### config.mk
export PLATFORM = sky130hd
export DESIGN_NAME = dds_lab_top
export DESIGN_NICKNAME = d
export VERILOG_FILES = /design/src/logic/dds_lab_pkg.sv /design/src/logic/dds_lab_top.sv /design/src/logic/apb_ctrl_regs.sv /design/src/logic/key_hold_tracker.sv /design/src/logic/modulation_select.sv /design/src/logic/lfsr_bit_source.sv /design/src/logic/dds_wave_gen.sv
export SDC_FILE = /design/constraint.sdc
export NUM_CORES = 1
export LEC_CHECK = 0
export BUFFER_PORTS_ARGS = -buffer_cell sky130_fd_sc_hd__buf_2
export CAP_MARGIN = 20
export CORE_MARGIN = 5
export CORE_UTILIZATION = 43
export CTS_BUF_LIST = sky130_fd_sc_hd__clkbuf_16
export CTS_CLUSTER_DIAMETER = 150
export DETAILED_ROUTE_END_ITERATION = 8
export SLEW_MARGIN = 20
export SYNTH_ARGS = -nofsm -noshare
export SYNTH_HDL_FRONTEND = slang
export SYNTH_SLANG_ARGS = --single-unit
### constraint.sdc
create_clock -name video_clk_40Mhz -period 9.34 [get_ports video_clk_40Mhz]
set_clock_uncertainty 0.15 [all_clocks]
set_input_delay 1.401 -clock video_clk_40Mhz [delete_from_list [all_inputs] [get_ports video_clk_40Mhz]]
set_output_delay 1.401 -clock video_clk_40Mhz [all_outputs]
set_load 0.03 [all_outputs]
### src/logic/dds_lab_pkg.sv
package dds_lab_pkg;

   //////////////////////////////////////////////////
   // widths
   //////////////////////////////////////////////////
   localparam int phase_width    = 32;
   localparam int sample_width   = 12;
   localparam int lut_addr_width = 6;   // 64 entry quarter table
   localparam int lfsr_width     = 5;
   localparam int num_keys       = 17;
   localparam int apb_addr_width = 8;

   localparam logic [lfsr_width-1:0]   lfsr_seed       = 5'b00001;
   localparam logic [sample_width-1:0] lfsr_low_sample = 12'h800;
   localparam logic [phase_width-1:0]  phase_quarter   = 32'h4000_0000;  // 90 degrees

   // waveform and modulation codes
   localparam logic [1:0] sig_sel_sine   = 2'd0;
   localparam logic [1:0] sig_sel_cosine = 2'd1;
   localparam logic [1:0] sig_sel_saw    = 2'd2;
   localparam logic [1:0] sig_sel_square = 2'd3;
   localparam logic [1:0] mod_sel_ask    = 2'd0;
   localparam logic [1:0] mod_sel_fsk    = 2'd1;
   localparam logic [1:0] mod_sel_bpsk   = 2'd2;
   localparam logic [1:0] mod_sel_lfsr   = 2'd3;

   //////////////////////////////////////////////////
   // register map
   //////////////////////////////////////////////////
   localparam logic [apb_addr_width-1:0] reg_mode       = 8'h00;
   localparam logic [apb_addr_width-1:0] reg_base_word  = 8'h04;
   localparam logic [apb_addr_width-1:0] reg_fsk_word   = 8'h08;
   localparam logic [apb_addr_width-1:0] reg_bit_period = 8'h0C;
   localparam logic [apb_addr_width-1:0] reg_keys       = 8'h10;  // read only

   localparam logic [31:0] mode_write_mask   = 32'h0000_000F;  // sig_sel and mod_sel only
   localparam logic [31:0] base_word_reset   = 32'h0010_0000;
   localparam logic [31:0] fsk_word_reset    = 32'h0040_0000;
   localparam logic [31:0] bit_period_reset  = 32'd16;

   // mode word, seen raw by the bus and by field in the datapath
   typedef union packed {
      logic [31:0] raw;
      struct packed {
         logic [27:0] zero;
         logic [1:0]  mod_sel;
         logic [1:0]  sig_sel;
      } fields;
   } mode_reg_u;

   // make codes, flag order 1..8, f1, f2, n, m, space, left, right, up, down
   // break code is the make code with bit 7 set
   localparam logic [7:0] key_make_codes [num_keys] = '{
      8'h02, 8'h03, 8'h04, 8'h05, 8'h06, 8'h07, 8'h08, 8'h09,
      8'h3B, 8'h3C, 8'h31, 8'h32, 8'h39, 8'h4B, 8'h4D, 8'h48,
      8'h50
   };

   // first quarter of a sine, amplitude 2047, sampled at bin centres
   localparam logic [10:0] quarter_sine [64] = '{
      11'd25,   11'd75,   11'd126,  11'd176,  11'd226,  11'd275,  11'd325,  11'd375,
      11'd424,  11'd473,  11'd522,  11'd570,  11'd618,  11'd666,  11'd713,  11'd760,
      11'd807,  11'd852,  11'd898,  11'd943,  11'd987,  11'd1031, 11'd1074, 11'd1116,
      11'd1158, 11'd1199, 11'd1239, 11'd1279, 11'd1318, 11'd1356, 11'd1393, 11'd1430,
      11'd1465, 11'd1500, 11'd1533, 11'd1566, 11'd1598, 11'd1629, 11'd1659, 11'd1688,
      11'd1716, 11'd1743, 11'd1769, 11'd1793, 11'd1817, 11'd1840, 11'd1861, 11'd1881,
      11'd1901, 11'd1919, 11'd1936, 11'd1951, 11'd1966, 11'd1979, 11'd1992, 11'd2003,
      11'd2012, 11'd2021, 11'd2028, 11'd2035, 11'd2039, 11'd2043, 11'd2046, 11'd2047
   };

endpackage
### src/logic/dds_lab_top.sv
`timescale 1ns/1ps

module dds_lab_top import dds_lab_pkg::*; (
   input  logic                      video_clk_40Mhz,
   input  logic                      reset_from_key,
   // apb control port
   input  logic                      psel,
   input  logic                      penable,
   input  logic                      pwrite,
   input  logic [apb_addr_width-1:0] paddr,
   input  logic [31:0]               pwdata,
   output logic [31:0]               prdata,
   // decoded keyboard events
   input  logic                      key_event_valid,
   input  logic [7:0]                key_event_code,
   // sample streams
   output logic [sample_width-1:0]   mod_sample,
   output logic [sample_width-1:0]   wave_sample,
   output logic                      data_bit_q
);

   mode_reg_u               mode;
   logic [31:0]             base_word;
   logic [31:0]             fsk_word;
   logic [31:0]             bit_period;
   logic [num_keys-1:0]     held_keys;
   logic [phase_width-1:0]  phase_inc;
   logic [sample_width-1:0] sin_out;
   logic [sample_width-1:0] cos_out;
   logic [sample_width-1:0] saw_out;
   logic [sample_width-1:0] squ_out;
   logic                    data_bit;

   //////////////////////////////////////////////////
   // control side
   //////////////////////////////////////////////////
   apb_ctrl_regs u_regs (
      .video_clk_40Mhz (video_clk_40Mhz),
      .reset_from_key  (reset_from_key),
      .psel            (psel),
      .penable         (penable),
      .pwrite          (pwrite),
      .paddr           (paddr),
      .pwdata          (pwdata),
      .held_keys       (held_keys),
      .prdata          (prdata),
      .mode            (mode),
      .base_word       (base_word),
      .fsk_word        (fsk_word),
      .bit_period      (bit_period)
   );

   key_hold_tracker u_keys (
      .video_clk_40Mhz (video_clk_40Mhz),
      .reset_from_key  (reset_from_key),
      .key_event_valid (key_event_valid),
      .key_event_code  (key_event_code),
      .held_keys       (held_keys)
   );

   //////////////////////////////////////////////////
   // signal path
   //////////////////////////////////////////////////
   lfsr_bit_source u_lfsr (
      .video_clk_40Mhz (video_clk_40Mhz),
      .reset_from_key  (reset_from_key),
      .bit_period      (bit_period),
      .data_bit        (data_bit)
   );

   dds_wave_gen u_dds (
      .video_clk_40Mhz (video_clk_40Mhz),
      .reset_from_key  (reset_from_key),
      .phase_inc       (phase_inc),  // base or fsk word
      .sin_out         (sin_out),
      .cos_out         (cos_out),
      .saw_out         (saw_out),
      .squ_out         (squ_out)
   );

   modulation_select u_mod (
      .video_clk_40Mhz (video_clk_40Mhz),
      .reset_from_key  (reset_from_key),
      .mode            (mode),
      .base_word       (base_word),
      .fsk_word        (fsk_word),
      .sin_in          (sin_out),
      .cos_in          (cos_out),
      .saw_in          (saw_out),
      .squ_in          (squ_out),
      .data_bit        (data_bit),
      .phase_inc       (phase_inc),
      .mod_sample      (mod_sample),
      .wave_sample     (wave_sample),
      .data_bit_q      (data_bit_q)
   );

endmodule

### src/logic/apb_ctrl_regs.sv
`timescale 1ns/1ps

module apb_ctrl_regs import dds_lab_pkg::*; (
   input  logic                      video_clk_40Mhz,
   input  logic                      reset_from_key,
   input  logic                      psel,
   input  logic                      penable,
   input  logic                      pwrite,
   input  logic [apb_addr_width-1:0] paddr,
   input  logic [31:0]               pwdata,
   input  logic [num_keys-1:0]       held_keys,
   output logic [31:0]               prdata,
   output mode_reg_u                 mode,
   output logic [31:0]               base_word,
   output logic [31:0]               fsk_word,
   output logic [31:0]               bit_period
);

   logic wr_en;
   logic rd_en;

   // zero wait states, access phase completes the transfer
   assign wr_en = psel & penable & pwrite;
   assign rd_en = psel & penable & ~pwrite;

   //////////////////////////////////////////////////
   // writable registers
   //////////////////////////////////////////////////
   always_ff @(posedge video_clk_40Mhz) begin
      if (reset_from_key) begin
         mode.raw   <= '0;  // sine, ask
         base_word  <= base_word_reset;
         fsk_word   <= fsk_word_reset;
         bit_period <= bit_period_reset;
      end else if (wr_en) begin
         case (paddr)
            reg_mode:       mode.raw   <= pwdata & mode_write_mask;
            reg_base_word:  base_word  <= pwdata;
            reg_fsk_word:   fsk_word   <= pwdata;
            reg_bit_period: bit_period <= pwdata;
            default: ;  // keys and unmapped offsets drop the write
         endcase
      end
   end

   //////////////////////////////////////////////////
   // read mux
   //////////////////////////////////////////////////
   always_comb begin
      prdata = '0;
      if (rd_en) begin
         case (paddr)
            reg_mode:       prdata = mode.raw;
            reg_base_word:  prdata = base_word;
            reg_fsk_word:   prdata = fsk_word;
            reg_bit_period: prdata = bit_period;
            reg_keys:       prdata = {{(32-num_keys){1'b0}}, held_keys};
            default:        prdata = '0;  // unmapped reads zero
         endcase
      end
   end

   // every access phase comes right after its setup phase
   a_apb_phase: assert property (@(posedge video_clk_40Mhz) disable iff (reset_from_key)
      penable |-> psel && $past(psel && !penable))
      else $error("penable without a preceding setup phase");

endmodule

### src/logic/key_hold_tracker.sv
`timescale 1ns/1ps

module key_hold_tracker import dds_lab_pkg::*; (
   input  logic                video_clk_40Mhz,
   input  logic                reset_from_key,
   input  logic                key_event_valid,
   input  logic [7:0]          key_event_code,
   output logic [num_keys-1:0] held_keys
);

   logic [num_keys-1:0] make_hit;
   logic [num_keys-1:0] break_hit;

   //////////////////////////////////////////////////
   // code match against the key table
   //////////////////////////////////////////////////
   always_comb begin
      for (int i = 0; i < num_keys; i++) begin
         make_hit[i]  = (key_event_code == key_make_codes[i]);
         break_hit[i] = (key_event_code == {1'b1, key_make_codes[i][6:0]});  // bit 7 marks release
      end
   end

   // unknown codes match nothing and leave the flags alone
   always_ff @(posedge video_clk_40Mhz) begin
      if (reset_from_key) begin
         held_keys <= '0;
      end else if (key_event_valid) begin
         held_keys <= (held_keys | make_hit) & ~break_hit;
      end
   end

endmodule

### src/logic/modulation_select.sv
`timescale 1ns/1ps

module modulation_select import dds_lab_pkg::*; (
   input  logic                    video_clk_40Mhz,
   input  logic                    reset_from_key,
   input  mode_reg_u               mode,
   input  logic [phase_width-1:0]  base_word,
   input  logic [phase_width-1:0]  fsk_word,
   input  logic [sample_width-1:0] sin_in,
   input  logic [sample_width-1:0] cos_in,
   input  logic [sample_width-1:0] saw_in,
   input  logic [sample_width-1:0] squ_in,
   input  logic                    data_bit,
   output logic [phase_width-1:0]  phase_inc,
   output logic [sample_width-1:0] mod_sample,
   output logic [sample_width-1:0] wave_sample,
   output logic                    data_bit_q
);

   logic [sample_width-1:0] mod_next;
   logic [sample_width-1:0] wave_next;

   // fsk keys the frequency, every other mode runs at the base rate
   assign phase_inc = (mode.fields.mod_sel == mod_sel_fsk) ? fsk_word : base_word;

   //////////////////////////////////////////////////
   // modulated sample
   //////////////////////////////////////////////////
   always_comb begin
      case (mode.fields.mod_sel)
         mod_sel_ask:  mod_next = data_bit ? sin_in : '0;
         mod_sel_fsk:  mod_next = sin_in;  // frequency already switched
         mod_sel_bpsk: mod_next = data_bit ? sin_in : ~sin_in;  // inverted about mid scale
         default:      mod_next = data_bit ? '0 : lfsr_low_sample;
      endcase
   end

   // plain waveform
   always_comb begin
      case (mode.fields.sig_sel)
         sig_sel_sine:   wave_next = sin_in;
         sig_sel_cosine: wave_next = cos_in;
         sig_sel_saw:    wave_next = saw_in;
         default:        wave_next = squ_in;
      endcase
   end

   //////////////////////////////////////////////////
   // output registers, all on one edge
   //////////////////////////////////////////////////
   always_ff @(posedge video_clk_40Mhz) begin
      if (reset_from_key) begin
         mod_sample  <= '0;
         wave_sample <= '0;
         data_bit_q  <= lfsr_seed[0];  // same bit the lfsr starts on
      end else begin
         mod_sample  <= mod_next;
         wave_sample <= wave_next;
         data_bit_q  <= data_bit;
      end
   end

   // ask gates the carrier off for a zero bit
   a_ask_zero: assert property (@(posedge video_clk_40Mhz) disable iff (reset_from_key)
      (mode.fields.mod_sel == mod_sel_ask && !data_bit) |=> (mod_sample == '0))
      else $error("ask output not zero after a zero bit");

endmodule

### src/logic/lfsr_bit_source.sv
`timescale 1ns/1ps

module lfsr_bit_source import dds_lab_pkg::*; (
   input  logic        video_clk_40Mhz,
   input  logic        reset_from_key,
   input  logic [31:0] bit_period,
   output logic        data_bit
);

   logic [31:0]           period_eff;
   logic [31:0]           count_q;
   logic                  wrap;
   logic [lfsr_width-1:0] lfsr_q;

   assign period_eff = (bit_period == '0) ? 32'd1 : bit_period;  // zero acts as one
   assign wrap       = (count_q >= period_eff - 32'd1);  // >= so a shorter period wraps at once

   always_ff @(posedge video_clk_40Mhz) begin
      if (reset_from_key) begin
         count_q <= '0;
         lfsr_q  <= lfsr_seed;
      end else if (wrap) begin
         count_q <= '0;
         // x^5 + x^3 + 1, feedback into bit 0
         lfsr_q  <= {lfsr_q[lfsr_width-2:0], lfsr_q[4] ^ lfsr_q[2]};
      end else begin
         count_q <= count_q + 32'd1;
      end
   end

   assign data_bit = lfsr_q[0];

   // the all zero state would lock the sequence
   a_lfsr_nonzero: assert property (@(posedge video_clk_40Mhz) disable iff (reset_from_key)
      lfsr_q != '0)
      else $error("lfsr reached the all zero state");

endmodule

### src/logic/dds_wave_gen.sv
`timescale 1ns/1ps

module dds_wave_gen import dds_lab_pkg::*; (
   input  logic                    video_clk_40Mhz,
   input  logic                    reset_from_key,
   input  logic [phase_width-1:0]  phase_inc,
   output logic [sample_width-1:0] sin_out,
   output logic [sample_width-1:0] cos_out,
   output logic [sample_width-1:0] saw_out,
   output logic [sample_width-1:0] squ_out
);

   logic [phase_width-1:0] phase_q;
   logic [phase_width-1:0] cos_phase;

   //////////////////////////////////////////////////
   // phase accumulator
   //////////////////////////////////////////////////
   always_ff @(posedge video_clk_40Mhz) begin
      if (reset_from_key) begin
         phase_q <= '0;
      end else begin
         phase_q <= phase_q + phase_inc;  // wraps once per output period
      end
   end

   // full sine from the quarter table
   // bit 30 mirrors the address, bit 31 flips the offset binary half
   function automatic logic [sample_width-1:0] sine_lookup(
      input logic [phase_width-1:0] ph
   );
      logic [lut_addr_width-1:0] addr;
      logic [sample_width-1:0]   half;
      addr = ph[phase_width-3 -: lut_addr_width];
      if (ph[phase_width-2]) begin
         addr = ~addr;  // 63 - addr on the falling quarter
      end
      half = {1'b1, quarter_sine[addr]};
      // ~(2048 + t) is 2047 - t, the lower half of the wave
      return ph[phase_width-1] ? ~half : half;
   endfunction

   //////////////////////////////////////////////////
   // waveform outputs
   //////////////////////////////////////////////////
   assign cos_phase = phase_q + phase_quarter;  // cosine leads by a quarter turn

   always_comb begin
      sin_out = sine_lookup(phase_q);
      cos_out = sine_lookup(cos_phase);
   end

   assign saw_out = phase_q[phase_width-1 -: sample_width];  // top bits ramp up
   assign squ_out = {sample_width{phase_q[phase_width-1]}};  // full scale on second half

endmodule

==> impl_metrics.csv <==
group,metric,value,unit
outcome,status,"complete, no violations",
sta,tightest_slew,0.990,ns
power,switching_share,23.9,%
placement,place_congestion,0.941,
hold_path,hold_end,"u_lfsr.count_q[0]",
worst_setup_path,cp_max_fo,7,
clock_network,clock_sinks,211,
floorplanning,initial_core_util,43.2,%
logic_synthesis,ys_warn_count,0,
route,routed_wl,49.2,mm
logic_synthesis,yosysTopAreaCell,"dfxtp_1",
clock_network,cts.repair.resized,0,
logic_synthesis,ys.flop_type,"dfxtp_1",
logic_synthesis,postSynthAreaPerCell,7.69,um2
logic_synthesis,synth_top_family_by_area,"simple AND/OR/NAND/NOR gates",
route,ant_nets,0,
floorplanning,fp.coreArea,35400,um2
cells_and_area,fillers,3577,
power,p_clk_share,48.7,%
sta,drv_slew,0,
route,first_pass_iters,5,
worst_setup_path,ff2ff_setup_slack,3.76,ns
placement,io_buffers,110,
logic_synthesis,synth-adder-area-share,7.90,%
power,power_density,114,nW/um2
clock_network,ctsHoldBuffers,0,
floorplanning,die_w,199,um
clock_network,cts_root_buf,"clkbuf_16",
cells_and_area,final_nets,2165,
power,power_leakage,6.61,nW
grt,grt_pass1_wl,77.9,mm
logic_synthesis,synth_area,15300,um2
cells_and_area,syn_to_final_growth,9.92,%
power,ir_drop,0.000109,V
hold_path,hp-class,"reg -> reg",
logic_synthesis,yosysUniqueCellTypes,95,
cells_and_area,mostFrequentLayoutCells,"nand2_1 (312), nor2_1 (236), a21oi_1 (212)",
logic_synthesis,synth-xor-area-share,7.61,%
sta,fmax,179,MHz
floorplanning,io_pins,111,
route,via_per_inst,5.90,
grt,grt_max_degree,96,
clock_network,clockBufferDepth,3,
power,intPower,1.46,mW
logic_synthesis,synth_nets,2139,
placement,post-place-ws,3.83,ns
worst_setup_path,cp-end-kind,"flop",
sta,final-hold-violation-count,0,
route,wire_per_inst,19.7,um
grt,antenna_found_initial,1,
power,power_frac_seq,47.2,%
logic_synthesis,synthSimpleGateAreaFrac,23.7,%
logic_synthesis,yosysSeqAreaShare,27.6,%
grt,grt_pass1_vias,13900,
floorplanning,die_y,199,um
logic_synthesis,synth.area.top_cells,"dfxtp_1 (28%), ha_1 (7.8%), nand2_1 (7.7%), a21oi_1 (6.9%), nor2_1 (5.8%)",
flow_run,maxCapViolations,0,
clock_network,postCtsSetupBuffers,0,
hold_path,min-delay-start,"u_lfsr.count_q[0]",
worst_setup_path,worstSetupPathType,"reg -> reg",
logic_synthesis,async_flop_share,0,%
logic_synthesis,synth-edff-count,0,
worst_setup_path,arrival,5.84,ns
logic_synthesis,muxShareOfSynthArea,6.70,%
grt,grt_overflow,0,
logic_synthesis,synth_compound_area_share,21.5,%
sta,slew_headroom,34.0,%
logic_synthesis,yosys.area.top_type_share,27.6,%
worst_setup_path,required,9.59,ns
logic_synthesis,synth_seq_cells,211,
worst_setup_path,rr_worst_depth,19,
logic_synthesis,syn_inst,1989,
placement,dp_hpwl,36.0,mm
sta,finalSetupViolations,0,
sta,fin_setup_tns,0,ns
sta,fin_crit_sh,59.8,%
hold_path,holdPathStages,1,
route,dr_total_vias,14700,
clock_network,cts_made_buffers,25,
worst_setup_path,startpoint_type,"flop",
power,p_sw,0.459,mW
sta,rsz0062_at_grt,"false",
sta,layout_min_cycle_time,5.58,ns
route,drtIter0Drc,1618,
route,route.detailed.drc,0,
cells_and_area,drive_gt1_share,13.0,%
clock_network,cts_tree,"built",
worst_setup_path,worst_r2r_startpoint,"u_regs.bit_period[16]",
floorplanning,dieArea,39500,um2
clock_network,clk_pin_slew_worst_paths,0.06,ns
worst_setup_path,r2r_end,"u_lfsr.lfsr_q[4]",
cells_and_area,final_common_cell,"nand2_1",
power,combPwrFrac,4.1,%
sta,setup_slack,3.76,ns
clock_network,ctsHtreeMaxLevel,1,
clock_network,worstSkewPairLatency,0.55,ns
floorplanning,rows,69,
grt,grtUsageTotal,24.3,%
logic make-up after synthesis:
logic type	count (synthesis)
buffers and inverters	171
xor gates and xnor gates	122
and+or+nand+nor	787
muxes	96
DFF	211
adders and majority gates	96
AOI/OAI and AO/OA	506
registers in the layout, summed over array words and instances, names as in the netlist:
signal / count
u_dds.phase_q: 32
u_keys.held_keys: 17
u_lfsr.count_q: 32
u_lfsr.lfsr_q: 5
u_mod.data_bit_q: 1
u_mod.mod_sample: 12
u_mod.wave_sample: 12
u_regs.base_word: 32
u_regs.bit_period: 32
u_regs.fsk_word: 32
u_regs.mode: 4
synthesized netlist by cell type (all sizes together) (31+ instances only):
master and count:
inv 32, nor2b 33, nand2 314, nand3 31
ha 95, dfxtp 211, a211oi 42, nor2 237
a21oi 213, o21ai 60, xor2 50, a21o 32
mux2 42, buf 56, nor3 38, mux2i 53
xnor2 71, clkbuf 82
power by group through the flow:
stage          Sequential, mW  Clock, mW  Combinational [mW]
2_1_floorplan           0.931          0              0.0399
3_3_place_gp            0.927          0              0.0775
4_1_cts                 0.907      0.959              0.0782
3_5_place_dp            0.927          0              0.0779
5_1_grt                 0.907      0.999              0.0856
6_report                0.907      0.936              0.0787
per-layer routing:
| metal | global-route usage, % | wire [um] | part of all wire (%) |
|---|---|---|---|
| met1 | 34.4 | 22000 | 45 |
| met2 | 38.7 | 22300 | 45 |
| met3 | 3.24 | 3360 | 6.8 |
| met4 | 7.45 | 1530 | 3.1 |
| met5 | 0 | 0 | 0 |
critical path, stage by stage, from the launching register on:
cell,delay (ns)
dfxtp_1,0.41
or4_4,0.61
nor4_1,0.37
nand2b_1,0.28
nor3_2,0.21
and2_2,0.27
nor2_1,0.09
ha_1,0.24
nand3_1,0.14
or3_1,0.31
nor2_1,0.15
nand2_1,0.11
xor2_1,0.19
ha_1,0.27
a21o_1,0.16
a21oi_1,0.13
o21ai_0,0.09
a221oi_1,0.59
nand2_1,0.45
mux2i_1,0.21
cell type report:
class	count	area [um2]	share of cell area, %
Multi-Input combinational cell	1607	10300	61.5
Sequential cell	211	4230	25.1
Timing Repair Buffer	137	759	4.51
Clock buffer	26	651	3.87
Tap cell	461	577	3.43
Clock inverter	19	131	0.781
Inverter	33	124	0.736
Antenna cell	1	2.50	0.0149
metrics by stage:
stage               hold slack, ns  cells  power (mW)  area (um2)  util (%)
CTS                          0.316   2494        1.94       16800      47.5
finish                       0.311   2495        1.92       16800      47.5
global placement             0.294   2449        1.00       16000      45.3
floorplan                    0.280   1989       0.971       15300         -
global route                 0.338   2494        1.99       16800      47.5
detailed placement           0.302   2449        1.01       16000      45.3
worst max path at each step:
stage | to | start | slack [ns] | cells after the start
3_3_place_gp | u_lfsr.lfsr_q[3] | u_regs.bit_period[5] | 3.99 | 19
5_1_grt | u_lfsr.count_q[5] | u_regs.bit_period[16] | 3.30 | 22
6_report | u_lfsr.lfsr_q[4] | u_regs.bit_period[16] | 3.76 | 19
2_1_floorplan | prdata[0] | paddr[4] | 4.38 | 7
3_5_place_dp | u_lfsr.lfsr_q[4] | u_regs.bit_period[16] | 3.83 | 21
4_1_cts | u_lfsr.lfsr_q[2] | u_regs.bit_period[16] | 3.79 | 21
No activity file was read; power rests on OpenSTA's default activity.
